### src/logic/rc5_pkg.sv
// RC5 constants, word and key types, register offsets, rotate and byte swap functions
package rc5_pkg;

	// Basic vector types
	typedef logic [31:0]  rc5_word_t;
	typedef logic [63:0]  rc5_block_t;
	typedef logic [127:0] rc5_user_key_t;
	typedef logic [7:0]   axil_addr_t;
	typedef logic [1:0]   axil_resp_t;

	// --------------------------------------------------
	// Algorithm constants
	// --------------------------------------------------
	localparam int RC5_ROUNDS      = 12;
	localparam int RC5_TABLE_WORDS = 2 * RC5_ROUNDS + 2;
	localparam int RC5_KEY_WORDS   = 4;
	// Three passes over the larger of table and key
	localparam int RC5_MIX_STEPS   = 3 * RC5_TABLE_WORDS;
	localparam rc5_word_t RC5_P32  = 32'hB7E1_5163;
	localparam rc5_word_t RC5_Q32  = 32'h9E37_79B9;

	// Expanded table, S[i] sits at index i
	typedef rc5_word_t [RC5_TABLE_WORDS-1:0] rc5_key_table_t;

	// --------------------------------------------------
	// Register map and bus responses
	// --------------------------------------------------
	localparam axil_addr_t REG_CTRL    = 8'h00;
	localparam axil_addr_t REG_STATUS  = 8'h04;
	localparam axil_addr_t REG_KEY0    = 8'h10;
	localparam axil_addr_t REG_KEY1    = 8'h14;
	localparam axil_addr_t REG_KEY2    = 8'h18;
	localparam axil_addr_t REG_KEY3    = 8'h1C;
	localparam axil_addr_t REG_DIN_HI  = 8'h20;
	localparam axil_addr_t REG_DIN_LO  = 8'h24;
	localparam axil_addr_t REG_DOUT_HI = 8'h28;
	localparam axil_addr_t REG_DOUT_LO = 8'h2C;

	localparam axil_resp_t RESP_OKAY   = 2'b00;
	localparam axil_resp_t RESP_SLVERR = 2'b10;

	// CTRL bit positions
	localparam int CTRL_BLK_START = 0;
	localparam int CTRL_DECRYPT   = 1;
	localparam int CTRL_KEY_START = 2;

	// --------------------------------------------------
	// Word helpers
	// --------------------------------------------------
	// Rotate left by the low five bits of amt
	function automatic rc5_word_t rc5_rotl(input rc5_word_t w, input rc5_word_t amt);
		logic [63:0] dbl;
		dbl = {w, w} << amt[4:0];
		return dbl[63:32];
	endfunction

	function automatic rc5_word_t rc5_rotr(input rc5_word_t w, input rc5_word_t amt);
		logic [63:0] dbl;
		dbl = {w, w} >> amt[4:0];
		return dbl[31:0];
	endfunction

	// Byte stream order to little-endian word and back
	function automatic rc5_word_t rc5_byteswap(input rc5_word_t w);
		return {w[7:0], w[15:8], w[23:16], w[31:24]};
	endfunction

endpackage

### src/logic/rc5_key_schedule.sv
// RC5 key expansion FSM, 128-bit user key into the 26-word table
`timescale 1ns/1ps

module rc5_key_schedule (
	input  logic                    i_clk,
	input  logic                    i_rst,
	input  logic                    i_start,
	input  rc5_pkg::rc5_user_key_t  i_user_key,
	output logic                    o_ready,
	output rc5_pkg::rc5_key_table_t o_table
);
	import rc5_pkg::*;

	typedef enum logic [1:0] {
		ST_IDLE,
		ST_INIT,
		ST_MIX,
		ST_DONE
	} ks_state_t;

	localparam logic [4:0] LAST_IDX  = 5'(RC5_TABLE_WORDS - 1);
	localparam logic [6:0] LAST_STEP = 7'(RC5_MIX_STEPS - 1);

	ks_state_t r_state;
	// Table index i, key index j, mixing step count
	logic [4:0] r_idx;
	logic [1:0] r_jdx;
	logic [6:0] r_step;
	logic       s_accept;

	// Running P + i*Q during fill
	rc5_word_t r_sum;
	// Mixing accumulators
	rc5_word_t r_a;
	rc5_word_t r_b;
	rc5_word_t [RC5_KEY_WORDS-1:0] r_l;
	rc5_key_table_t r_table;
	rc5_word_t s_a_nx;
	rc5_word_t s_b_nx;

	// Restart allowed only between expansions
	assign s_accept = i_start && (r_state == ST_IDLE || r_state == ST_DONE);

	// --------------------------------------------------
	// One mixing step
	// --------------------------------------------------
	// A = S[i] = (S[i] + A + B) <<< 3
	assign s_a_nx = rc5_rotl(r_table[r_idx] + r_a + r_b, 32'd3);
	// B = L[j] = (L[j] + A + B) <<< (A + B)
	assign s_b_nx = rc5_rotl(r_l[r_jdx] + s_a_nx + r_b, s_a_nx + r_b);

	always_ff @(posedge i_clk) begin
		if (i_rst) begin
			r_state <= ST_IDLE;
			r_idx   <= '0;
			r_jdx   <= '0;
			r_step  <= '0;
		end else begin
			case (r_state)
				ST_IDLE, ST_DONE: begin
					if (i_start) begin
						r_state <= ST_INIT;
						r_idx   <= '0;
					end
				end
				ST_INIT: begin
					if (r_idx == LAST_IDX) begin
						r_state <= ST_MIX;
						r_idx   <= '0;
						r_jdx   <= '0;
						r_step  <= '0;
					end else begin
						r_idx <= r_idx + 5'd1;
					end
				end
				ST_MIX: begin
					// i wraps at 26, j wraps at 4 by width
					r_idx  <= (r_idx == LAST_IDX) ? 5'd0 : r_idx + 5'd1;
					r_jdx  <= r_jdx + 2'd1;
					r_step <= r_step + 7'd1;
					if (r_step == LAST_STEP)
						r_state <= ST_DONE;
				end
				default: r_state <= ST_IDLE;
			endcase
		end
	end

	// Table and working words
	always_ff @(posedge i_clk) begin
		if (s_accept) begin
			r_sum <= RC5_P32;
			// KEY0 lands in L[0]
			r_l   <= i_user_key;
			r_a   <= '0;
			r_b   <= '0;
		end else if (r_state == ST_INIT) begin
			r_table[r_idx] <= r_sum;
			r_sum          <= r_sum + RC5_Q32;
		end else if (r_state == ST_MIX) begin
			r_table[r_idx] <= s_a_nx;
			r_l[r_jdx]     <= s_b_nx;
			r_a            <= s_a_nx;
			r_b            <= s_b_nx;
		end
	end

	assign o_ready = (r_state == ST_DONE);
	assign o_table = r_table;

endmodule

### config.mk
export PLATFORM = sky130hd
export DESIGN_NAME = rc5_key_schedule
export DESIGN_NICKNAME = d
export VERILOG_FILES = /design/src/logic/rc5_pkg.sv /design/src/logic/rc5_key_schedule.sv
export SDC_FILE = /design/constraint.sdc
export NUM_CORES = 2
export LEC_CHECK = 0
export ABC_CLOCK_PERIOD_IN_PS = 13750
export BUFFER_PORTS_ARGS = -buffer_cell sky130_fd_sc_hd__buf_2
export CORE_MARGIN = 2
export CORE_UTILIZATION = 30
export CTS_CLUSTER_DIAMETER = 30
export DETAILED_ROUTE_END_ITERATION = 6
export PLACE_DENSITY = 0.47
export SYNTH_ARGS = -nofsm -noshare
export SYNTH_HDL_FRONTEND = slang
export SYNTH_SLANG_ARGS = --single-unit
### constraint.sdc
create_clock -name i_clk -period 13.75 [get_ports i_clk]
set_clock_uncertainty 0.1 [all_clocks]
set_input_delay 2.0625 -clock i_clk [delete_from_list [all_inputs] [get_ports i_clk]]
set_output_delay 2.0625 -clock i_clk [all_outputs]
set_load 0.1 [all_outputs]
==> metrics.csv <==
stage,metric,value,unit
logic_synthesis,post-synth cell types,98,
worst_setup_path,Worst path slowest cell,o31ai_1,
worst_setup_path,Critical Path AT,12.10,ns
clock_tree,CTS Buf Count,315,
clock_tree,cts-stage hold buffer count,0,
timing,slew margin rel.,0.1285,
timing,final setup violation count,0,
die,Initial Util,0.3010,
routing,Starting DRT DRC Count,5245,
min_path,Worst Hold Class,flip-flop to flip-flop,
logic_synthesis,adder and majority gate portion of the synthesized area,0.04154,
global_route,largest net degree at the start of global routing,85,
logic_synthesis,yosys warns,0,
logic_synthesis,main combinational cell family by area after synthesis,simple AND/OR/NAND/NOR gates,
global_route,initial antenna violation count,8,
timing,"Slew Viols, Final",0,
routing,DR vias,46670,
logic_synthesis,Mean Syn Cell Area,11.77,um2
logic_synthesis,Synth Area in XOR/XNOR,0.01209,
worst_setup_path,crit-path max FO,55,
routing,total iterations of the first detailed-routing run,6,
routing,post-route ant nets,0,
worst_setup_path,crit end category,flip-flop,
clock_tree,post-CTS sizing,0,
logic_synthesis,ys flop type,edfxtp_1,
placement,DP Area,63020,um2
logic_synthesis,Post-Syn Nets,4941,
global_route,residual overflow from global routing,0,
routing,# DRC,0,
die,Rows,157,
timing,worst slew pin tran,1.296,ns
timing,period utilisation layout,0.8356,
timing,final hold vios,0,
cells_and_area,Synth-to-Final Area Change,32.58,%
die,I/O Pins,964,
die,core area,182500,um2
timing,RSZ-0062 raised after global routing,false,
timing,setup_tns,0,ns
placement,routability cong.,0.9669,
clock_tree,Root Driver,clkbuf_16,
logic_synthesis,mux cell area share after synthesis,0.1175,
cells_and_area,Final #Nets,5972,
routing,wire per inst,34.48,um
clock_tree,clk buf depth,4,
die,width of the chip,431.9,um
logic_synthesis,"Async S/R FF share, synth",0,
routing,final WL,286600,um
worst_setup_path,WP data required,14.36,ns
clock_tree,clock latency on the worst-skew pair,0.92,ns
outcome,status,"finished, final reports clean",
logic_synthesis,#FFs+latches synth,1072,
global_route,number of global-route vias before repair,45710,
logic_synthesis,Post-Synth Simple-Gate Area,0.1206,
clock_tree,H-tree levels,5,
timing,crit path time final,11.49,ns
worst_setup_path,CP peak stage delay,1.05,ns
die,DIE AREA,186600,um2
logic_synthesis,Mapped Cells,4666,
clock_tree,CTS sink count,1072,
clock_tree,clock-pin slew on the worst setup and hold paths,0.04,ns
logic_synthesis,Compound-Gate Fraction of Synth Area,0.1048,
flow_run,max cap viols,0,
cells_and_area,post-route cell area,72830,um2
placement,Post-DP HPWL,212500,um
clock_tree,CTS tree,done,
worst_setup_path,Crit Path Category,flip-flop to flip-flop,
routing,via/cell ratio,5.614,
logic_synthesis,cell area after synthesis,54940,um2
logic_synthesis,Post-synth EDFFs,960,
cells_and_area,fin util,0.3991,
cells_and_area,layout cells sized above 1,0.3247,
global_route,GR Util All Layers,0.2974,
worst_setup_path,CP Launch Type,flip-flop,
timing,max frequency,87.04,MHz
clock_tree,setup bufs post-CTS,0,
logic_synthesis,"Seq/Total Area, Yosys",0.5656,
global_route,first-pass GRT wire length,385900,um
placement,port bufs,963,
die,Die Y,431.9,um
[registers in the layout, summed over array words and instances (netlist names)]
signal   cells
r_sum       32
r_a         32
r_b         32
r_idx        5
o_table    832
r_step       7
r_state      2
r_jdx        2
r_l        128
[per-layer routing]
| layer | GRT usage | routed length (um) |
|---|---|---|
| met1 | 0.3577 | 106900 |
| met4 | 0.1632 | 17890 |
| met3 | 0.08656 | 27320 |
| met2 | 0.4785 | 134400 |
| met5 | 0 | 57 |
[final cells by class]
class,count,area [um2]
clock buffers,389,8348
well taps,2385,2984
fillers,17530,109700
inverters,177,664.4
clock inverters,157,1465
repair buffers,1083,5783
diodes,2,5.005
multi-input cells,3048,22500
flip-flops and latches,1072,31090
[kinds of logic (layout without fill, tap and decap cells)]
logic type	after synthesis	after routing
and+or+nand+nor	1625	1625
DFF	1072	1072
AOI/OAI and AO/OA	842	842
buffers and inverters	546	1806
muxes	362	362
adders and majority gates	144	144
xor gates and xnor gates	75	75
other	0	2
[cell usage in the layout (no fill, tap or decap), drive strengths merged, types with 37 or more instances in the layout]
cell type / synthesis / layout
fa: 64 / 64
mux2i: 117 / 117
nand2: 287 / 287
o31ai: 44 / 44
o21ai: 142 / 142
buf: 64 / 1083
nor2: 1112 / 1112
clkinv: 3 / 118
a31oi: 39 / 39
nand3: 40 / 40
inv: 174 / 180
nor3: 54 / 54
a21oi: 216 / 216
ha: 80 / 80
mux4: 224 / 224
dfxtp: 112 / 112
and3: 44 / 44
edfxtp: 960 / 960
xnor2: 43 / 43
clkbuf: 305 / 389
a21o: 37 / 37
[critical path: cells and delay by family (launching register included)]
family	cells	cell delay, ns
buf+inv	4	0.94
simple gates	3	0.81
compound gates	18	5.52
flops	1	0.90
fa+ha+maj	5	2.04
xor+xnor	2	0.98
[synth_stat cells (15+ instances only)]
cell type | count | area [um2]
a211oi_1 | 30 | 225.2
a21o_1 | 37 | 277.8
a21oi_1 | 214 | 1071
a22o_1 | 32 | 280.3
a22oi_1 | 29 | 217.7
a31o_2 | 18 | 157.7
a31oi_1 | 39 | 244.0
and3_1 | 42 | 262.8
buf_1 | 46 | 172.7
buf_2 | 15 | 75.07
clkbuf_1 | 304 | 1141
dfxtp_1 | 112 | 2242
edfxtp_1 | 960 | 28830
fa_1 | 64 | 1281
ha_1 | 80 | 1001
inv_1 | 172 | 645.6
mux2_2 | 21 | 236.5
mux2i_1 | 117 | 1171
mux4_2 | 224 | 5045
nand2_1 | 287 | 1077
nand3_1 | 40 | 200.2
nand4_1 | 21 | 131.4
nor2_1 | 1110 | 4167
nor3_1 | 50 | 250.2
o211ai_1 | 29 | 217.7
o21a_1 | 21 | 157.7
o21ai_0 | 116 | 580.6
o21ai_1 | 25 | 125.1
o221ai_1 | 25 | 219.0
o22ai_1 | 19 | 118.9
o31ai_1 | 44 | 330.3
xnor2_1 | 42 | 367.9
xor2_1 | 32 | 280.3
[per-stage QoR]
| stage | setup slack [ns] | hold slack, ns | instances |
|---|---|---|---|
| CTS | 2.379 | 0.3739 | 8311 |
| detailed placement | 2.406 | 0.3652 | 7765 |
| global placement | 2.415 | 0.3603 | 7765 |
| global route | 1.723 | 0.4231 | 8311 |
| finish | 2.261 | 0.3705 | 8313 |
| floorplan | 3.285 | 0.3604 | 4666 |
[final timing paths]
check	to	slack, ns	cells past startpoint	startpoint
worst max-delay path	r_l[93]	2.26	32	r_idx[2]
worst min-delay path	r_jdx[1]	0.37	2	r_jdx[1]
worst max register to register	r_l[93]	2.26	32	r_idx[2]
worst min register to register	r_jdx[1]	0.37	2	r_jdx[1]
Power is left out: the tool's default activity adds up to more than one toggle a clock period on the data nets, which glitch-free logic cannot reach.
