### config.mk
export PLATFORM = sky130hd
export DESIGN_NAME = rc5_block_cipher
export DESIGN_NICKNAME = d
export VERILOG_FILES = /design/src/logic/rc5_pkg.sv /design/src/logic/rc5_block_cipher.sv
export SDC_FILE = /design/constraint.sdc
export NUM_CORES = 2
export LEC_CHECK = 0
export BUFFER_PORTS_ARGS = -buffer_cell sky130_fd_sc_hd__buf_4
export CAP_MARGIN = 20
export CORE_ASPECT_RATIO = 2
export CORE_MARGIN = 8
export CORE_UTILIZATION = 45
export DETAILED_ROUTE_END_ITERATION = 7
export GPL_TIMING_DRIVEN = 0
export PLACE_DENSITY = 0.65
export RECOVER_POWER = 25
export SETUP_SLACK_MARGIN = 0.4
export SLEW_MARGIN = 30
export SYNTH_ARGS = -nofsm -noshare
export SYNTH_HDL_FRONTEND = slang
export SYNTH_SLANG_ARGS = --single-unit
### constraint.sdc
create_clock -name i_clk -period 56.8 [get_ports i_clk]
set_input_delay 11.36 -clock i_clk [delete_from_list [all_inputs] [get_ports i_clk]]
set_output_delay 11.36 -clock i_clk [all_outputs]
set_load 0.005 [all_outputs]
### src/logic/rc5_pkg.sv
// RC5 constants, word and key types, register offsets, rotate and byte swap functions
package rc5_pkg;

	// Basic vector types
	typedef logic [31:0]  rc5_word_t;
	typedef logic [63:0]  rc5_block_t;
	typedef logic [127:0] rc5_user_key_t;
	typedef logic [7:0]   axil_addr_t;
	typedef logic [1:0]   axil_resp_t;

	// --------------------------------------------------
	// Algorithm constants
	// --------------------------------------------------
	localparam int RC5_ROUNDS      = 12;
	localparam int RC5_TABLE_WORDS = 2 * RC5_ROUNDS + 2;
	localparam int RC5_KEY_WORDS   = 4;
	// Three passes over the larger of table and key
	localparam int RC5_MIX_STEPS   = 3 * RC5_TABLE_WORDS;
	localparam rc5_word_t RC5_P32  = 32'hB7E1_5163;
	localparam rc5_word_t RC5_Q32  = 32'h9E37_79B9;

	// Expanded table, S[i] sits at index i
	typedef rc5_word_t [RC5_TABLE_WORDS-1:0] rc5_key_table_t;

	// --------------------------------------------------
	// Register map and bus responses
	// --------------------------------------------------
	localparam axil_addr_t REG_CTRL    = 8'h00;
	localparam axil_addr_t REG_STATUS  = 8'h04;
	localparam axil_addr_t REG_KEY0    = 8'h10;
	localparam axil_addr_t REG_KEY1    = 8'h14;
	localparam axil_addr_t REG_KEY2    = 8'h18;
	localparam axil_addr_t REG_KEY3    = 8'h1C;
	localparam axil_addr_t REG_DIN_HI  = 8'h20;
	localparam axil_addr_t REG_DIN_LO  = 8'h24;
	localparam axil_addr_t REG_DOUT_HI = 8'h28;
	localparam axil_addr_t REG_DOUT_LO = 8'h2C;

	localparam axil_resp_t RESP_OKAY   = 2'b00;
	localparam axil_resp_t RESP_SLVERR = 2'b10;

	// CTRL bit positions
	localparam int CTRL_BLK_START = 0;
	localparam int CTRL_DECRYPT   = 1;
	localparam int CTRL_KEY_START = 2;

	// --------------------------------------------------
	// Word helpers
	// --------------------------------------------------
	// Rotate left by the low five bits of amt
	function automatic rc5_word_t rc5_rotl(input rc5_word_t w, input rc5_word_t amt);
		logic [63:0] dbl;
		dbl = {w, w} << amt[4:0];
		return dbl[63:32];
	endfunction

	function automatic rc5_word_t rc5_rotr(input rc5_word_t w, input rc5_word_t amt);
		logic [63:0] dbl;
		dbl = {w, w} >> amt[4:0];
		return dbl[31:0];
	endfunction

	// Byte stream order to little-endian word and back
	function automatic rc5_word_t rc5_byteswap(input rc5_word_t w);
		return {w[7:0], w[15:8], w[23:16], w[31:24]};
	endfunction

endpackage

### src/logic/rc5_block_cipher.sv
// RC5 round-iterative encrypt and decrypt datapath, one round per clock
`timescale 1ns/1ps

module rc5_block_cipher (
	input  logic                    i_clk,
	input  logic                    i_rst,
	input  logic                    i_start,
	input  logic                    i_decrypt,
	input  rc5_pkg::rc5_block_t     i_din,
	input  rc5_pkg::rc5_key_table_t i_table,
	output rc5_pkg::rc5_block_t     o_dout,
	output logic                    o_valid
);
	import rc5_pkg::*;

	localparam logic [3:0] LAST_CNT = 4'(RC5_ROUNDS - 1);
	// Round keys left after the first round
	localparam int RKEY_WORDS = RC5_TABLE_WORDS - 4;

	// Zero when idle, else the number of rounds already done
	logic [3:0] r_cnt;
	logic       r_enc;
	rc5_word_t  r_a;
	rc5_word_t  r_b;
	rc5_word_t [RKEY_WORDS-1:0] r_rkey;

	logic      s_enc;
	rc5_word_t s_a;
	rc5_word_t s_b;
	rc5_word_t s_ka;
	rc5_word_t s_kb;
	rc5_word_t s_a_nx;
	rc5_word_t s_b_nx;

	// --------------------------------------------------
	// Sequencing
	// --------------------------------------------------
	always_ff @(posedge i_clk) begin
		if (i_rst) begin
			r_cnt <= '0;
			r_enc <= 1'b1;
		end else if (i_start) begin
			r_cnt <= 4'd1;
			r_enc <= !i_decrypt;
		end else if (r_cnt == LAST_CNT) begin
			r_cnt <= '0;
		end else if (r_cnt != 4'd0) begin
			r_cnt <= r_cnt + 4'd1;
		end
	end

	// Key pipe, next pair always at the low end for encrypt and top end for decrypt
	always_ff @(posedge i_clk) begin
		if (i_start) begin
			if (i_decrypt)
				r_rkey <= i_table[RC5_TABLE_WORDS-3:2];
			else
				r_rkey <= i_table[RC5_TABLE_WORDS-1:4];
		end else if (r_cnt != 4'd0) begin
			if (r_enc)
				r_rkey <= {64'd0, r_rkey[RKEY_WORDS-1:2]};
			else
				r_rkey <= {r_rkey[RKEY_WORDS-3:0], 64'd0};
		end
	end

	// Round state
	always_ff @(posedge i_clk) begin
		r_a <= s_a_nx;
		r_b <= s_b_nx;
	end

	// --------------------------------------------------
	// Round logic
	// --------------------------------------------------
	always_comb begin
		// Mode straight from the port on the start cycle
		s_enc = i_start ? !i_decrypt : r_enc;
		if (i_start) begin
			s_a = rc5_byteswap(i_din[63:32]);
			s_b = rc5_byteswap(i_din[31:0]);
			// Pre-whitening folded into round 1
			if (s_enc) begin
				s_a = s_a + i_table[0];
				s_b = s_b + i_table[1];
			end
			s_ka = s_enc ? i_table[2] : i_table[RC5_TABLE_WORDS-2];
			s_kb = s_enc ? i_table[3] : i_table[RC5_TABLE_WORDS-1];
		end else begin
			s_a  = r_a;
			s_b  = r_b;
			s_ka = s_enc ? r_rkey[0] : r_rkey[RKEY_WORDS-2];
			s_kb = s_enc ? r_rkey[1] : r_rkey[RKEY_WORDS-1];
		end

		if (s_enc) begin
			s_a_nx = rc5_rotl(s_a ^ s_b, s_b) + s_ka;
			s_b_nx = rc5_rotl(s_b ^ s_a_nx, s_a_nx) + s_kb;
		end else begin
			// B first, then A with the new B
			s_b_nx = rc5_rotr(s_b - s_kb, s_a) ^ s_a;
			s_a_nx = rc5_rotr(s_a - s_ka, s_b_nx) ^ s_b_nx;
		end
	end

	// Post-whitening of decrypt in the last round, back to byte order
	assign o_dout = s_enc ?
		{rc5_byteswap(s_a_nx), rc5_byteswap(s_b_nx)} :
		{rc5_byteswap(s_a_nx - i_table[0]), rc5_byteswap(s_b_nx - i_table[1])};

	assign o_valid = (r_cnt == LAST_CNT);

endmodule

==> implementation parameters <==
Parameter                              Value

Die
  Die Y-Extent    around 570 um
  Starting density of the core    0.4519
  Area of the die    between 150,000 and 200,000 um2
  Num ports    965
  Rows    205
  Area of the core    between 150,000 and 200,000 um2
  Die X    roughly 300 um

Cells and area
  Layout-stage area growth over the synthesis result    18.43%
  Net total in the final layout    10,130
  Share of final-layout standard cells stronger than drive strength 1    0.1557
  Final Core Density    0.5352
  Most common library cell in the layout ignoring fill and taps    sky130_fd_sc_hd__mux2i_1
  Non-Filler Instances    11,150
  Commonest cells after routing, fill and taps aside    1,023 x sky130_fd_sc_hd__mux2i_1, 969 x sky130_fd_sc_hd__buf_4, 874 x sky130_fd_sc_hd__a21oi_1, 704 x sky130_fd_sc_hd__edfxtp_1, 632 x sky130_fd_sc_hd__a211oi_1

Clock tree
  TritonCTS clock tree    built
  Clock transition at path regs    0.07 ns
  Clock sink count    approximately 770
  Bufs on Longest Clock Path    3
  Number of buffers added for setup after CTS    0
  Clock Latency Late Sink    0.76 ns
  Cts hold-fix bufs    0
  CTS root buffer    sky130_fd_sc_hd__clkbuf_16
  Number of levels the H-tree was split into    3
  Clock buffer count from CTS    81
  Number of cells upsized or downsized after cts    0

Routing
  Violation count after the first detailed-route iteration    about 11,000
  Total DRC errors in the routed layout    0
  Residual antenna-violating net count after detailed routing    0
  Final routed wirelength across all metal layers    around 410,000 um
  Average wire length per cell after detail routing    between 30 and 40 um
  Number of detailed-route iterations in the first pass    8
  Vias after detailed routing    around 75,000
  Vias per cell    between 6 and 7

GRT
  Antenna violations before repair    roughly 60
  Leftover overflow at the end of global routing    0
  Grt met3 use    0.1271
  Global routing usage on met2    0.6701
  Global-route wire length before repair    between 500,000 and 600,000 um
  Global route hottest layer    met2
  Met1 usage    0.5766
  Overall routing resource usage    0.4616
  Largest net degree at the start of global routing    about 50
  Vias in the first global route    between 70,000 and 80,000

Synthesis
  Syn Nets    9,060
  Dominant register cell in the synthesized netlist    sky130_fd_sc_hd__edfxtp_1
  Synth warnings    0
  Instance count of the mapped netlist    between 7,000 and 8,000
  Share of synthesized area occupied by flip-flops and latches    0.3206
  #FFs+latches synth    773
  Number of enable flip-flop cells after synthesis    just over 700
  Cell area after technology mapping    about 70,000 um2
  Async set or reset register ratio after synthesis    0
  Count of different cell masters after synthesis    121
  Mean Syn Cell Area    ~8.9 um2

STA
  Max-slew violations    around 440
  Final setup violation count    0
  Setup tns final    0 ns
  Slew at the pin closest to its max-slew limit    roughly 2.9 ns
  Final hold violation count    0
  Setup repair after global routing missed its margin    no
  Final period utilization    0.7480
  Final clock skew    approximately 0.065 ns
  Slew HR    -0.9143
  Fmax    23.54 MHz
  Min Clock Period, post-route    42.49 ns

Run status
  Outcome    complete, but fails checks
  Violations in the final reports    capacitance limit, slew limit

Worst setup path
  Setup slack on the worst flop-to-flop path    40.87 ns
  Slowest cell on the critical path    sky130_fd_sc_hd__clkbuf_1
  Category of the critical setup timing path    input port to primary output
  Cell with the most instances on the worst path    sky130_fd_sc_hd__clkbuf_1
  Top fanout value on the critical path    10
  Critical path capture point type    primary output
  Type of element launching the critical path    input port
  Arr. time, crit path    31.13 ns
  Worst path max stage delay    ~1.0 ns
  Required arrival time at the worst endpoint    45.44 ns

Hold path
  Hold WC Path Type    register to register

Placed design
  Post-DP HPWL    between 300,000 and 400,000 um
  Inst Count DP    10,960
  Count of input and output buffers    just under 1,000
  Placer congestion estimate    ~1.1

Flow run
  Number of max-capacitance violations reported    11
==> registers in the layout, indices dropped and copies added, names as in the netlist <==
signal / flops
r_a: 32
r_b: 32
r_cnt: 4
r_enc: 1
r_rkey: 704
==> per-stage QoR <==
stage / hold WS (ns) / setup WS, ns / area (um2)
2_1_floorplan: 0.4609 / 21.37 / 70240
3_3_place_gp: 0.4822 / 14.16 / 80050
3_5_place_dp: 0.5062 / 15.33 / 80740
4_1_cts: 0.5155 / 15.23 / 83330
5_1_grt: 0.5383 / 13.89 / 83150
6_report: 0.5134 / 14.31 / 83180
==> final timing paths <==
kind | start | to | cells after the start
worst max-delay path | i_decrypt | o_dout[7] | 62
worst min-delay path | r_rkey[612] | r_rkey[676] | 2
worst max register to register | r_enc | r_b[31] | 50
worst min register to register | r_rkey[612] | r_rkey[676] | 2
==> cells by family after synthesis <==
group / count (synthesis) / synth area share
buffers and inverters: 825 / 0.04502
XOR/XNOR: 307 / 0.03867
flip-flops: 773 / 0.3206
AO/OA/AOI/OAI: 2609 / 0.2387
adder cells (fa/ha/maj): 258 / 0.04681
AND/OR/NAND/NOR: 1973 / 0.1418
multiplexers: 1157 / 0.1683
==> Yosys cell counts (15+ instances only) <==
cell | instances | share of area
sky130_fd_sc_hd__a211o_1 | 17 | 0.0021
sky130_fd_sc_hd__a211oi_1 | 635 | 0.068
sky130_fd_sc_hd__a21o_1 | 104 | 0.011
sky130_fd_sc_hd__a21oi_1 | 878 | 0.063
sky130_fd_sc_hd__a22oi_1 | 21 | 0.0022
sky130_fd_sc_hd__a31oi_1 | 41 | 0.0037
sky130_fd_sc_hd__and2_1 | 24 | 0.0021
sky130_fd_sc_hd__and3_1 | 62 | 0.0055
sky130_fd_sc_hd__buf_1 | 99 | 0.0053
sky130_fd_sc_hd__buf_2 | 25 | 0.0018
sky130_fd_sc_hd__clkbuf_1 | 458 | 0.024
sky130_fd_sc_hd__dfxtp_1 | 69 | 0.020
sky130_fd_sc_hd__edfxtp_1 | 704 | 0.30
sky130_fd_sc_hd__ha_1 | 250 | 0.045
sky130_fd_sc_hd__inv_1 | 231 | 0.012
sky130_fd_sc_hd__mux2_2 | 120 | 0.019
sky130_fd_sc_hd__mux2i_1 | 1023 | 0.15
sky130_fd_sc_hd__nand2_1 | 565 | 0.030
sky130_fd_sc_hd__nand2b_1 | 47 | 0.0042
sky130_fd_sc_hd__nand3_1 | 97 | 0.0069
sky130_fd_sc_hd__nand4_1 | 24 | 0.0021
sky130_fd_sc_hd__nor2_1 | 347 | 0.019
sky130_fd_sc_hd__nor2b_1 | 607 | 0.054
sky130_fd_sc_hd__nor3_1 | 90 | 0.0064
sky130_fd_sc_hd__o211ai_1 | 33 | 0.0035
sky130_fd_sc_hd__o21a_1 | 122 | 0.013
sky130_fd_sc_hd__o21ai_0 | 422 | 0.030
sky130_fd_sc_hd__o21ai_1 | 38 | 0.0027
sky130_fd_sc_hd__o21bai_1 | 35 | 0.0037
sky130_fd_sc_hd__o22ai_1 | 15 | 0.0013
sky130_fd_sc_hd__o31a_1 | 15 | 0.0019
sky130_fd_sc_hd__o31ai_1 | 24 | 0.0026
sky130_fd_sc_hd__or2_2 | 19 | 0.0017
sky130_fd_sc_hd__or3_1 | 33 | 0.0029
sky130_fd_sc_hd__xnor2_1 | 210 | 0.026
sky130_fd_sc_hd__xor2_1 | 95 | 0.012
==> worst max-delay path, delay by kind of cell <==
family / cells / cell delay, ns
and+or+nand+nor: 13 / 2.13
xor gates and xnor gates: 3 / 0.98
AOI/OAI and AO/OA: 27 / 7.39
adders and majority gates: 4 / 1.62
muxes: 3 / 0.83
buffers and inverters: 12 / 6.72
==> cell type report <==
cell class	instances	area, um2
multi-input cells	6304	44640
clock buffers	96	2105
plain buffers	589	2344
flip-flops and latches	773	22520
well taps	2070	2590
fillers	15100	72250
clock inverters	51	493.0
diodes	39	97.59
repair buffers	987	7511
inverters	236	885.9
==> routing by layer <==
layer	vias to the layer above	part of all wire
li1	31700	-
met1	36060	0.36
met2	5907	0.42
met3	1096	0.13
met4	22	0.093
met5	-	0.00052
Power is left out: the tool's default activity adds up to more than one toggle a clock period on the data nets, which glitch-free logic cannot reach.
