File: src/logic/rc5_pkg.sv
// RC5 constants, word and key types, register offsets, rotate and byte swap functions
package rc5_pkg;

	// Basic vector types
	typedef logic [31:0]  rc5_word_t;
	typedef logic [63:0]  rc5_block_t;
	typedef logic [127:0] rc5_user_key_t;
	typedef logic [7:0]   axil_addr_t;
	typedef logic [1:0]   axil_resp_t;

	// --------------------------------------------------
	// Algorithm constants
	// --------------------------------------------------
	localparam int RC5_ROUNDS      = 12;
	localparam int RC5_TABLE_WORDS = 2 * RC5_ROUNDS + 2;
	localparam int RC5_KEY_WORDS   = 4;
	// Three passes over the larger of table and key
	localparam int RC5_MIX_STEPS   = 3 * RC5_TABLE_WORDS;
	localparam rc5_word_t RC5_P32  = 32'hB7E1_5163;
	localparam rc5_word_t RC5_Q32  = 32'h9E37_79B9;

	// Expanded table, S[i] sits at index i
	typedef rc5_word_t [RC5_TABLE_WORDS-1:0] rc5_key_table_t;

	// --------------------------------------------------
	// Register map and bus responses
	// --------------------------------------------------
	localparam axil_addr_t REG_CTRL    = 8'h00;
	localparam axil_addr_t REG_STATUS  = 8'h04;
	localparam axil_addr_t REG_KEY0    = 8'h10;
	localparam axil_addr_t REG_KEY1    = 8'h14;
	localparam axil_addr_t REG_KEY2    = 8'h18;
	localparam axil_addr_t REG_KEY3    = 8'h1C;
	localparam axil_addr_t REG_DIN_HI  = 8'h20;
	localparam axil_addr_t REG_DIN_LO  = 8'h24;
	localparam axil_addr_t REG_DOUT_HI = 8'h28;
	localparam axil_addr_t REG_DOUT_LO = 8'h2C;

	localparam axil_resp_t RESP_OKAY   = 2'b00;
	localparam axil_resp_t RESP_SLVERR = 2'b10;

	// CTRL bit positions
	localparam int CTRL_BLK_START = 0;
	localparam int CTRL_DECRYPT   = 1;
	localparam int CTRL_KEY_START = 2;

	// --------------------------------------------------
	// Word helpers
	// --------------------------------------------------
	// Rotate left by the low five bits of amt
	function automatic rc5_word_t rc5_rotl(input rc5_word_t w, input rc5_word_t amt);
		logic [63:0] dbl;
		dbl = {w, w} << amt[4:0];
		return dbl[63:32];
	endfunction

	function automatic rc5_word_t rc5_rotr(input rc5_word_t w, input rc5_word_t amt);
		logic [63:0] dbl;
		dbl = {w, w} >> amt[4:0];
		return dbl[31:0];
	endfunction

	// Byte stream order to little-endian word and back
	function automatic rc5_word_t rc5_byteswap(input rc5_word_t w);
		return {w[7:0], w[15:8], w[23:16], w[31:24]};
	endfunction

endpackage

File: src/logic/rc5_axil_regs.sv
// AXI4-Lite register block with key, data, control and status, engine start sequencing
`timescale 1ns/1ps

module rc5_axil_regs (
	input  logic                   i_clk,
	input  logic                   i_rst,
	// AXI4-Lite slave
	input  rc5_pkg::axil_addr_t    i_awaddr,
	input  logic                   i_awvalid,
	output logic                   o_awready,
	input  rc5_pkg::rc5_word_t     i_wdata,
	input  logic [3:0]             i_wstrb,
	input  logic                   i_wvalid,
	output logic                   o_wready,
	output rc5_pkg::axil_resp_t    o_bresp,
	output logic                   o_bvalid,
	input  logic                   i_bready,
	input  rc5_pkg::axil_addr_t    i_araddr,
	input  logic                   i_arvalid,
	output logic                   o_arready,
	output rc5_pkg::rc5_word_t     o_rdata,
	output rc5_pkg::axil_resp_t    o_rresp,
	output logic                   o_rvalid,
	input  logic                   i_rready,
	// Key schedule side
	output logic                   o_key_start,
	output rc5_pkg::rc5_user_key_t o_user_key,
	input  logic                   i_key_ready,
	// Cipher side
	output logic                   o_blk_start,
	output logic                   o_blk_decrypt,
	output rc5_pkg::rc5_block_t    o_blk_din,
	input  rc5_pkg::rc5_block_t    i_blk_dout,
	input  logic                   i_blk_valid
);
	import rc5_pkg::*;

	rc5_word_t [RC5_KEY_WORDS-1:0] r_key;
	rc5_word_t r_din_hi;
	rc5_word_t r_din_lo;
	rc5_word_t r_dout_hi;
	rc5_word_t r_dout_lo;
	logic      r_busy;
	logic      r_done;

	logic       r_bvalid;
	logic       r_rvalid;
	axil_resp_t r_bresp;
	axil_resp_t r_rresp;
	rc5_word_t  r_rdata;

	logic      s_wr_hs;
	logic      s_rd_hs;
	logic      s_wr_ok;
	logic      s_rd_ok;
	logic      s_wr_ctrl;
	logic      s_key_go;
	logic      s_blk_go;
	rc5_word_t s_rd_word;

	// Byte lanes not strobed keep their old value
	function automatic rc5_word_t merge_wstrb(input rc5_word_t old_w, input rc5_word_t new_w,
		input logic [3:0] strb);
		rc5_word_t res;
		for (int k = 0; k < 4; k++)
			res[8*k +: 8] = strb[k] ? new_w[8*k +: 8] : old_w[8*k +: 8];
		return res;
	endfunction

	// --------------------------------------------------
	// Handshakes
	// --------------------------------------------------
	// AW and W taken together, only with no B pending
	assign s_wr_hs   = i_awvalid && i_wvalid && !r_bvalid;
	assign o_awready = s_wr_hs;
	assign o_wready  = s_wr_hs;
	// One read in flight
	assign o_arready = !r_rvalid;
	assign s_rd_hs   = i_arvalid && !r_rvalid;

	// Write decode
	always_comb begin
		case (i_awaddr)
			REG_CTRL, REG_STATUS, REG_KEY0, REG_KEY1, REG_KEY2, REG_KEY3,
			REG_DIN_HI, REG_DIN_LO, REG_DOUT_HI, REG_DOUT_LO: s_wr_ok = 1'b1;
			default: s_wr_ok = 1'b0;
		endcase
	end

	// Read mux, unmapped reads return zero
	always_comb begin
		s_rd_ok   = 1'b1;
		s_rd_word = '0;
		case (i_araddr)
			REG_CTRL:    s_rd_word = '0;
			REG_STATUS:  s_rd_word = {29'd0, r_done, r_busy, i_key_ready};
			REG_KEY0:    s_rd_word = r_key[0];
			REG_KEY1:    s_rd_word = r_key[1];
			REG_KEY2:    s_rd_word = r_key[2];
			REG_KEY3:    s_rd_word = r_key[3];
			REG_DIN_HI:  s_rd_word = r_din_hi;
			REG_DIN_LO:  s_rd_word = r_din_lo;
			REG_DOUT_HI: s_rd_word = r_dout_hi;
			REG_DOUT_LO: s_rd_word = r_dout_lo;
			default:     s_rd_ok   = 1'b0;
		endcase
	end

	always_ff @(posedge i_clk) begin
		if (i_rst) begin
			r_bvalid <= 1'b0;
			r_bresp  <= RESP_OKAY;
			r_rvalid <= 1'b0;
			r_rresp  <= RESP_OKAY;
		end else begin
			if (s_wr_hs) begin
				r_bvalid <= 1'b1;
				r_bresp  <= s_wr_ok ? RESP_OKAY : RESP_SLVERR;
			end else if (i_bready) begin
				r_bvalid <= 1'b0;
			end
			if (s_rd_hs) begin
				r_rvalid <= 1'b1;
				r_rresp  <= s_rd_ok ? RESP_OKAY : RESP_SLVERR;
			end else if (i_rready) begin
				r_rvalid <= 1'b0;
			end
		end
	end

	// --------------------------------------------------
	// Engine control
	// --------------------------------------------------
	assign s_wr_ctrl = s_wr_hs && (i_awaddr == REG_CTRL) && i_wstrb[0];
	// Key start refused during a block
	assign s_key_go  = s_wr_ctrl && i_wdata[CTRL_KEY_START] && !r_busy;
	// Block needs a finished table, a combined write prefers the key start
	assign s_blk_go  = s_wr_ctrl && i_wdata[CTRL_BLK_START] && !i_wdata[CTRL_KEY_START] &&
		!r_busy && i_key_ready;

	always_ff @(posedge i_clk) begin
		if (i_rst) begin
			o_key_start <= 1'b0;
			o_blk_start <= 1'b0;
			r_busy      <= 1'b0;
			r_done      <= 1'b0;
		end else begin
			o_key_start <= s_key_go;
			o_blk_start <= s_blk_go;
			if (s_blk_go) begin
				r_busy <= 1'b1;
				r_done <= 1'b0;
			end else if (i_blk_valid) begin
				r_busy <= 1'b0;
				r_done <= 1'b1;
			end
		end
	end

	// Data registers and read data
	always_ff @(posedge i_clk) begin
		if (s_blk_go)
			o_blk_decrypt <= i_wdata[CTRL_DECRYPT];
		if (s_wr_hs) begin
			case (i_awaddr)
				REG_KEY0:   r_key[0] <= merge_wstrb(r_key[0], i_wdata, i_wstrb);
				REG_KEY1:   r_key[1] <= merge_wstrb(r_key[1], i_wdata, i_wstrb);
				REG_KEY2:   r_key[2] <= merge_wstrb(r_key[2], i_wdata, i_wstrb);
				REG_KEY3:   r_key[3] <= merge_wstrb(r_key[3], i_wdata, i_wstrb);
				REG_DIN_HI: r_din_hi <= merge_wstrb(r_din_hi, i_wdata, i_wstrb);
				REG_DIN_LO: r_din_lo <= merge_wstrb(r_din_lo, i_wdata, i_wstrb);
				default: ;
			endcase
		end
		// Result capture on the one-cycle valid
		if (i_blk_valid) begin
			r_dout_hi <= i_blk_dout[63:32];
			r_dout_lo <= i_blk_dout[31:0];
		end
		if (s_rd_hs)
			r_rdata <= s_rd_word;
	end

	assign o_bvalid   = r_bvalid;
	assign o_bresp    = r_bresp;
	assign o_rvalid   = r_rvalid;
	assign o_rresp    = r_rresp;
	assign o_rdata    = r_rdata;
	// KEY0 is the low word
	assign o_user_key = r_key;
	assign o_blk_din  = {r_din_hi, r_din_lo};

endmodule

File: config.mk
export PLATFORM = sky130hd
export DESIGN_NAME = rc5_axil_regs
export DESIGN_NICKNAME = d
export VERILOG_FILES = /design/src/logic/rc5_pkg.sv /design/src/logic/rc5_axil_regs.sv
export SDC_FILE = /design/constraint.sdc
export NUM_CORES = 1
export LEC_CHECK = 0
export BUFFER_PORTS_ARGS = -buffer_cell sky130_fd_sc_hd__clkbuf_2
export CAP_MARGIN = 10
export CORE_ASPECT_RATIO = 0.75
export CORE_MARGIN = 2
export CORE_UTILIZATION = 55
export DETAILED_ROUTE_END_ITERATION = 10
export GPL_TIMING_DRIVEN = 0
export PLACE_DENSITY = 0.95
export SETUP_SLACK_MARGIN = 0.2
export SLEW_MARGIN = 20
export SYNTH_ARGS = -nofsm -noshare
export SYNTH_HDL_FRONTEND = slang
export SYNTH_SLANG_ARGS = --single-unit
export TNS_END_PERCENT = 30
File: constraint.sdc
create_clock -name i_clk -period 5.1 [get_ports i_clk]
set_input_delay 0.765 -clock i_clk [delete_from_list [all_inputs] [get_ports i_clk]]
set_output_delay 0.765 -clock i_clk [all_outputs]
set_load 0.1 [all_outputs]
==> results_dict.tcl, run 1 <==
set metrics [dict create \
    crit_buf_inv 2 \
    drc 0 \
    setup_tns_ns 0 \
    netlist_top_cells_area "edfxtp_1 77%, a222oi_1 2.1%, mux4_2 1.8%" \
    synth_ff_type "edfxtp_1" \
    ctsResizeCount 0 \
    path_clk_slew_ns 0.07 \
    p_leak_uw 0.00552 \
    outcome "finished, final reports clean" \
    rsz0062_at_grt "false" \
    end_kind "primary output" \
    cpLargestDelayFamily "simple AND/OR/NAND/NOR gates" \
    clock-root-buffer "clkbuf_16" \
    yosys_warnings 0 \
    maxClockFrequency_mhz 335 \
    dieArea_sq_um 21600 \
    initialDrtViolationCount 1304 \
    core-area_sq_um 20200 \
    async_reset_ff_frac 0 \
    crit_chain "nor2_1 -> buf_4 -> clkbuf_2" \
    cts_tree "built" \
    r2r_end "o_user_key[86]$_DFFE_PP_" \
    arrival_ns 2.22 \
    grt_pass1_wl_microns 52700 \
    path_class "flop to primary output" \
    path_max_fanout 9 \
    postCtsSetupBuffers 0 \
    start_kind "flop" \
    num_antenna_cells 0 \
    rr_startpoint "o_bvalid$_SDFFE_PP0P_" \
    cts_max_path_buffers 3 \
    synth_edf_count 289 \
    slowest_delay_ns 0.67 \
    yosysTopAreaCell "edfxtp_1" \
    totalWireLength_microns 38000 \
    grt_pass1_vias 8159 \
    period_share 0.585 \
    vias 8355 \
    tightest_slew_ns 1.20 \
    crit_cells 3 \
    gp_congestion 0.886 \
    clock_latency_ns 0.55 \
    synth.distinct_cells 56 \
    fin_crit_ns 2.98 \
    numCtsBuffers 30 \
    initial_core_util 0.557 \
    die_w_microns 169 \
    hold_start "i_blk_dout[34]" \
    firstDrtPassIters 6 \
    synth_area_per_cell_sq_um 17.9 \
    syn_to_final_growth_pct 28.1 \
    ys_seq_elements 297 \
    fin_hold_ws_ns 0.384 \
    hold_class "input pin to flop" \
    wl_per_cell_microns 29.1 \
    ios 361 \
    cp_slowest_cell "nor2_1" \
    cts.sinks 297 \
    detail-route-antenna-nets 0 \
    yosysSeqAreaShare 0.787 \
    worst_hold_path.num_cells 1 \
    cap_violations 0 \
    reg2regPathDepth 3 \
    p_per_area_nw_per_um2 370 \
    netlist_instances 629 \
    dp_hpwl_microns 27500 \
    setup_viol 0 \
    fp-row-count 45 \
    grt_overflow_total 0 \
    reg2reg_setup_slack_ns 2.40 \
    finClkSkew_ns 0.0139 \
    slew_viol_final 0 \
    grtUsageTotal 0.342 \
    n_fill_cell 1300 \
    cp.required_ns 4.34 \
    htree_levels 1 \
    die_h_microns 128 \
    drive_above_1_share 0.429 \
    grt_antenna_before_repair 0 \
    synth_area_sq_um 11200 \
    nNetsFinal 1146 \
    grt_max_degree 38 \
    hold_viol 0 \
    synth.top_cell.area_share 0.772 \
    postCtsHoldBufs 0 \
    slew_headroom 0.197 \
    hold_path_end "r_dout_hi[2]$_DFFE_PP_" \
    ir_worst_vdd_uv 336 \
    viasPerCell 6.41 \
    io_buffers 356 \
]
cells by family after synthesis:
family                 share of synthesized area
and+or+nand+nor                           0.0590
muxes                                     0.0396
DFF                                        0.787
buffers and inverters                     0.0159
AOI/OAI and AO/OA                         0.0985
other                                   0.000334
power breakdown:
part           switching (uW)  leakage, uW  internal, uW  total, uW
Clock                     906     0.000470          1260       2170
Combinational             299      0.00230           102        401
Sequential               22.0      0.00274          2740       2760
Total                    1230      0.00552          4100       5330
cell usage after synthesis (all sizes together) (3+ instances only):
cell type  count
a21boi        23
a21oi          5
a221o          6
a222oi        24
a22o          15
a22oi         25
and2           4
and3           5
buf           17
clkbuf        18
dfxtp          8
edfxtp       289
inv            5
mux2          10
mux2i         13
mux4           9
nand2         14
nand2b         4
nand3         15
nand3b         6
nor2          45
nor2b          4
nor3           4
nor4b          4
o21ai         10
o221ai         3
o22ai         11
o2bb2ai        4
o32ai          4
how the worst max path moves through the flow:
stage	endpoint	slack (ns)	startpoint
2_1_floorplan	o_wready	1.52	o_bvalid$_SDFFE_PP0P_
3_3_place_gp	o_rresp[1]$_SDFFE_PP0P_	0.65	i_arvalid
3_5_place_dp	o_user_key[16]$_DFFE_PP_	1.58	i_awaddr[1]
4_1_cts	o_wready	2.14	o_bvalid$_SDFFE_PP0P_
5_1_grt	o_wready	2.07	o_bvalid$_SDFFE_PP0P_
6_report	o_wready	2.12	o_bvalid$_SDFFE_PP0P_
worst register-to-register path, cell delays in order (launching register included):
cell and delay (ns):
dfxtp_1 0.34, nor2_1 0.67, nand2_1 0.32, nor2_1 0.98
placed cells by master (no fill, tap or decap), types with 8 or more instances in the layout:
cell       instances
nand2_1           14
clkbuf_1          25
mux2i_1           13
edfxtp_1         289
nor2_1            42
buf_2             12
a21boi_0          23
a22oi_1           25
a22o_1            15
nand3_1           15
dfxtp_1            8
mux4_2             9
clkbuf_2         355
o21ai_0           10
mux2_2            10
a222oi_1          24
o22ai_1           11
clkbuf_16         31
routing by layer:
metal	GRT usage	wire length, microns	up-vias
met5	0	0	-
met4	0.0930	965	0
met3	0.101	5050	104
li1	-	-	3385
met1	0.446	13700	4102
met2	0.570	18300	764
through the flow:
step            util  worst slack (ns)  total power, uW  instances  instance area [sq um]
6_report       0.714              2.12             5330       1303                  14400
5_1_grt        0.714              2.07             5440       1303                  14400
4_1_cts        0.714              2.14             5320       1303                  14400
3_5_place_dp   0.666              1.58             3200       1247                  13400
3_3_place_gp   0.662             0.650             3190       1244                  13300
2_1_floorplan      -              1.52             3040        630                  11200
registers in the layout (all words and copies together), names as in the netlist, 32 cells and up:
register,cells
o_rdata,32
o_user_key,128
r_din_hi,32
r_din_lo,32
r_dout_hi,32
r_dout_lo,32
cell type report:
cell class / instances / area (sq um) / area share
clock inverter: 18 / 170 / 0.0118
tap: 258 / 323 / 0.0224
inverter: 5 / 18.8 / 0.00130
sequential: 297 / 8840 / 0.614
timing repair buffer: 359 / 1840 / 0.128
buffer: 35 / 160 / 0.0111
multi-input combinational: 293 / 2240 / 0.156
clock buffer: 38 / 802 / 0.0557
Power figures use the tool's default switching activity.
==> run 2, diff against run 1 <==
--- a/config.mk
+++ b/config.mk
@@ -9,10 +9,10 @@
 export CAP_MARGIN = 10
 export CORE_ASPECT_RATIO = 0.75
 export CORE_MARGIN = 2
-export CORE_UTILIZATION = 55
+export CORE_UTILIZATION = 51
 export DETAILED_ROUTE_END_ITERATION = 10
 export GPL_TIMING_DRIVEN = 0
-export PLACE_DENSITY = 0.95
+export PLACE_DENSITY = 0.9
 export SETUP_SLACK_MARGIN = 0.2
 export SLEW_MARGIN = 20
 export SYNTH_ARGS = -nofsm -noshare
==> constraint.sdc (replaced) <==
create_clock -name i_clk -period 2.8 [get_ports i_clk]
set_input_delay 0.42 -clock i_clk [delete_from_list [all_inputs] [get_ports i_clk]]
set_output_delay 0.42 -clock i_clk [all_outputs]
set_load 0.1 [all_outputs]
==> results_dict.tcl, run 2 (synthesis gave the netlist of run 1 again) <==
set metrics [dict create \
    outcome "finished, final reports clean" \
    gp_congestion 0.889 \
    grt_max_degree 37 \
    start_kind "input pin" \
    cts_max_path_buffers 3 \
    numCtsBuffers 29 \
    ios 361 \
    path_clk_slew_ns 0.06 \
    p_leak_uw 0.00549 \
    cpLargestDelayFamily "simple AND/OR/NAND/NOR gates" \
    htree_levels 1 \
    viasPerCell 6.22 \
    largest_reg_flops 128 \
    cts.sinks 297 \
    wl_met1_microns 14200 \
    dieArea_sq_um 23200 \
    cap_violations 0 \
    core-area_sq_um 21400 \
    cp.required_ns 2.95 \
    ir_worst_vdd_uv 450 \
    finClkSkew_ns 0.00857 \
    die_h_microns 133 \
    final_cell_mix "355 x clkbuf_2, 289 x edfxtp_1, 40 x nor2_1, 29 x clkbuf_16, 27 x clkbuf_1" \
    p_total_uw 9540 \
    dp_hpwl_microns 28000 \
    wl_met2_microns 17900 \
    grt_overflow_total 0 \
    path_class "input pin to flop" \
    maxClockFrequency_mhz 394 \
    totalWireLength_microns 38100 \
    cp_slowest_cell "nor2_1" \
    cts_tree "built" \
    grt_pass1_wl_microns 53500 \
    firstDrtPassIters 5 \
    nNetsFinal 1145 \
    period_share 0.907 \
    dpl.cell_count 1277 \
    ctsResizeCount 1 \
    setup_viol 0 \
    io_buffers 356 \
    initialDrtViolationCount 1234 \
    hold_class "input pin to flop" \
    cp-startpoint "i_awaddr[1]" \
    end_kind "flop" \
    dpl-instance-area_sq_um 13500 \
    path_max_fanout 8 \
    num_antenna_cells 0 \
    n_fill_cell 1442 \
    p_per_area_nw_per_um2 663 \
    highest_layer "met4" \
    drive_above_1_share 0.428 \
    crit_chain "clkbuf_2 -> or4_4 -> nor3b_2 -> or3b_1 -> nor2_1" \
    slew_viol_final 0 \
    fin_area_sq_um 14400 \
    arrival_ns 2.69 \
    drc 0 \
    wl_per_cell_microns 28.6 \
    crit_buf_inv 1 \
    die_w_microns 175 \
    syn_to_final_growth_pct 28.0 \
    grt_antenna_before_repair 0 \
    grtUsageTotal 0.318 \
    fp-row-count 46 \
    final_cells 1330 \
    initial_core_util 0.526 \
    grt_pass1_vias 8179 \
    detail-route-antenna-nets 0 \
    clock_latency_ns 0.53 \
    hold_start "i_blk_dout[29]" \
    postCtsSetupBuffers 0 \
    hold_viol 0 \
    vias 8271 \
    fin_crit_ns 2.54 \
    tightest_slew_ns 1.08 \
    wl_met3_microns 4940 \
    rr_startpoint "o_bvalid$_SDFFE_PP0P_" \
    mostFrequentLayoutCell "clkbuf_2" \
    rsz0062_at_grt "false" \
    slew_headroom 0.275 \
    clock-root-buffer "clkbuf_16" \
    slowest_delay_ns 0.81 \
    postCtsHoldBufs 0 \
]
-- run 2: power breakdown --
group,switching [uW],internal (uW),leakage [uW]
combinational,547,187,0.00231
sequential,41.3,4990,0.00274
clock,1610,2170,0.000440
-- run 2: worst reg2reg max path, stage by stage (launching register included) --
cell     delay (ns)
dfxtp_1        0.36
nor2_4         0.30
nand2_1        0.25
nor2_1         0.88
-- run 2: metal layers --
metal,vias up,GRT usage
met5,-,0
met4,0,0.0898
met3,93,0.0790
met2,732,0.512
met1,4062,0.436
li1,3384,-
-- run 2: worst paths after layout --
| check | depth (start not counted) | slack, ns | end |
|---|---|---|---|
| max | 5 | 0.26 | o_user_key[0]$_DFFE_PP_ |
| min | 1 | 0.06 | r_dout_lo[29]$_DFFE_PP_ |
| max reg2reg | 3 | 0.62 | o_user_key[50]$_DFFE_PP_ |
| min reg2reg | 2 | 0.52 | o_rresp[1]$_SDFFE_PP0P_ |
-- run 2: per-stage QoR --
step	utilization	setup slack, ns	hold slack, ns	TNS [ns]
after global routing	0.674	0.253	0.0424	0
after global placement	0.627	-1.26	0.488	-43.76
final	0.674	0.260	0.0578	0
after CTS	0.674	0.296	0.0424	0
after detailed placement	0.631	-0.417	0.507	-11.99
after floorplan	-	-0.0652	0.463	-0.0652
-- run 2: layout make-up --
class,instances,area (sq um),area share
Buffer,35,160,0.0111
Clock inverter,12,113,0.00783
Multi-Input combinational cell,293,2260,0.157
Clock buffer,41,801,0.0557
Inverter,5,18.8,0.00130
Sequential cell,297,8840,0.614
Tap cell,288,360,0.0250
Timing Repair Buffer,359,1840,0.128
==> run 3, diff against run 2 <==
--- a/config.mk
+++ b/config.mk
@@ -7,12 +7,12 @@
 export LEC_CHECK = 0
 export BUFFER_PORTS_ARGS = -buffer_cell sky130_fd_sc_hd__clkbuf_2
 export CAP_MARGIN = 10
-export CORE_ASPECT_RATIO = 0.75
+export CORE_ASPECT_RATIO = 1.5
 export CORE_MARGIN = 2
 export CORE_UTILIZATION = 51
 export DETAILED_ROUTE_END_ITERATION = 10
 export GPL_TIMING_DRIVEN = 0
-export PLACE_DENSITY = 0.9
+export PLACE_DENSITY = 0.8
 export SETUP_SLACK_MARGIN = 0.2
 export SLEW_MARGIN = 20
 export SYNTH_ARGS = -nofsm -noshare
==> results_dict.tcl, run 3 (synthesis gave the netlist of run 1 again) <==
set metrics [dict create \
    slew_viol_final 0 \
    rr_startpoint "o_bvalid$_SDFFE_PP0P_" \
    hold_viol 0 \
    ios 361 \
    p_leak_uw 0.00550 \
    ir_worst_vdd_uv 664 \
    cts.sinks 297 \
    slew_headroom 0.214 \
    use_met3 0.0647 \
    gp_congestion 0.886 \
    final_cell_mix "355 x clkbuf_2, 289 x edfxtp_1, 42 x nor2_1, 29 x clkbuf_16, 25 x a22oi_1" \
    largest_reg_flops 128 \
    dieArea_sq_um 23300 \
    crit_chain "clkbuf_2 -> or4_4 -> nor3b_2 -> or3b_1 -> nor2_1" \
    ctsResizeCount 0 \
    grtUsageTotal 0.306 \
    arrival_ns 2.63 \
    setup_tns_ns 0 \
    setup_viol 0 \
    grt_max_degree 41 \
    slowest_delay_ns 0.79 \
    period_share 0.883 \
    vias 8104 \
    cp_slowest_cell "nor2_1" \
    nNetsFinal 1145 \
    path_class "input pin to flop" \
    finClkSkew_ns 0.0258 \
    postCtsSetupBuffers 0 \
    path_clk_slew_ns 0.07 \
    hold_class "input pin to flop" \
    firstDrtPassIters 5 \
    grt_antenna_before_repair 4 \
    path_max_fanout 8 \
    dp_hpwl_microns 27200 \
    clock-root-buffer "clkbuf_16" \
    initialDrtViolationCount 841 \
    cp.required_ns 2.96 \
    viasPerCell 6.16 \
    maxClockFrequency_mhz 405 \
    postCtsHoldBufs 0 \
    totalWireLength_microns 37200 \
    numCtsBuffers 28 \
    syn_to_final_growth_pct 27.8 \
    p_per_area_nw_per_um2 655 \
    drive_above_1_share 0.427 \
    grt_overflow_total 0 \
    die_w_microns 125 \
    fp-row-count 66 \
    fin_hold_ws_ns 0.0327 \
    rsz0062_at_grt "false" \
    io_buffers 356 \
    use_met2 0.557 \
    clock_latency_ns 0.56 \
    htree_levels 1 \
    cts_tree "built" \
    cp-startpoint "i_awaddr[1]" \
    outcome "finished, final reports clean" \
    start_kind "input pin" \
    grt_pass1_vias 8061 \
    cts_max_path_buffers 3 \
    initial_core_util 0.519 \
    grt_busiest_layer "met2" \
    use_met1 0.348 \
    fin_crit_ns 2.47 \
    cap_violations 0 \
    die_h_microns 186 \
    drc 0 \
    mostFrequentLayoutCell "clkbuf_2" \
    wl_per_cell_microns 28.3 \
    hold_start "i_blk_dout[9]" \
    core-area_sq_um 21600 \
    grt_pass1_wl_microns 51600 \
    detail-route-antenna-nets 0 \
    end_kind "flop" \
    tightest_slew_ns 1.18 \
]
-- run 3: cell types whose count changed in the layout (fill, tap and decap cells not counted), sizes merged --
cell and delta:
inv -1, diode +2, clkbuf -8, clkinvlp -1
buf +1, clkinv +8
-- run 3: routing by layer --
metal | routed length (microns) | vias to the layer above | part of all wire
li1 | - | 3393 | -
met3 | 3240 | 113 | 0.087
met4 | 1730 | 4 | 0.046
met5 | 26 | - | 0.00070
met2 | 19700 | 572 | 0.53
met1 | 12500 | 4022 | 0.34
-- run 3: per-stage QoR --
stage / setup slack (ns) / power, uW / area [sq um] / utilization / cells
after floorplan: -0.0652 / 5540 / 11200 / - / 630
after global placement: -1.31 / 5810 / 13400 / 0.618 / 1258
after global routing: 0.262 / 9610 / 14400 / 0.664 / 1315
final: 0.328 / 9410 / 14400 / 0.664 / 1315
after CTS: 0.319 / 9420 / 14300 / 0.663 / 1313
after detailed placement: -0.243 / 5840 / 13500 / 0.623 / 1262
-- run 3: worst paths after layout --
check,to,slack [ns],cells after the start
setup reg to reg,o_user_key[82]$_DFFE_PP_,0.67,3
hold / removal,r_dout_lo[9]$_DFFE_PP_,0.03,1
setup / recovery,o_user_key[12]$_DFFE_PP_,0.33,5
hold reg to reg,o_bresp[1]$_SDFFE_PP0N_,0.51,2
-- run 3: cell type report --
class                      count  area (sq um)
antenna                        2          5.00
buffer                        35           160
clock buffer                  33           741
clock inverter                18           133
fill                        1562          7270
inverter                       5          18.8
multi-input combinational    293          2250
sequential                   297          8840
tap                          272           340
timing repair buffer         360          1870
-- run 3: report_power, final --
group          internal, uW  switching (uW)  total (uW)
combinational           194             538         732
sequential             4990            38.5        5030
clock                  2060            1590        3650
total                  7240            2160        9410
-- run 3: worst max-delay path: cells and delay by family --
| family | cells | cell delay (ns) |
|---|---|---|
| simple gates | 4 | 2.12 |
| buf+inv | 1 | 0.08 |
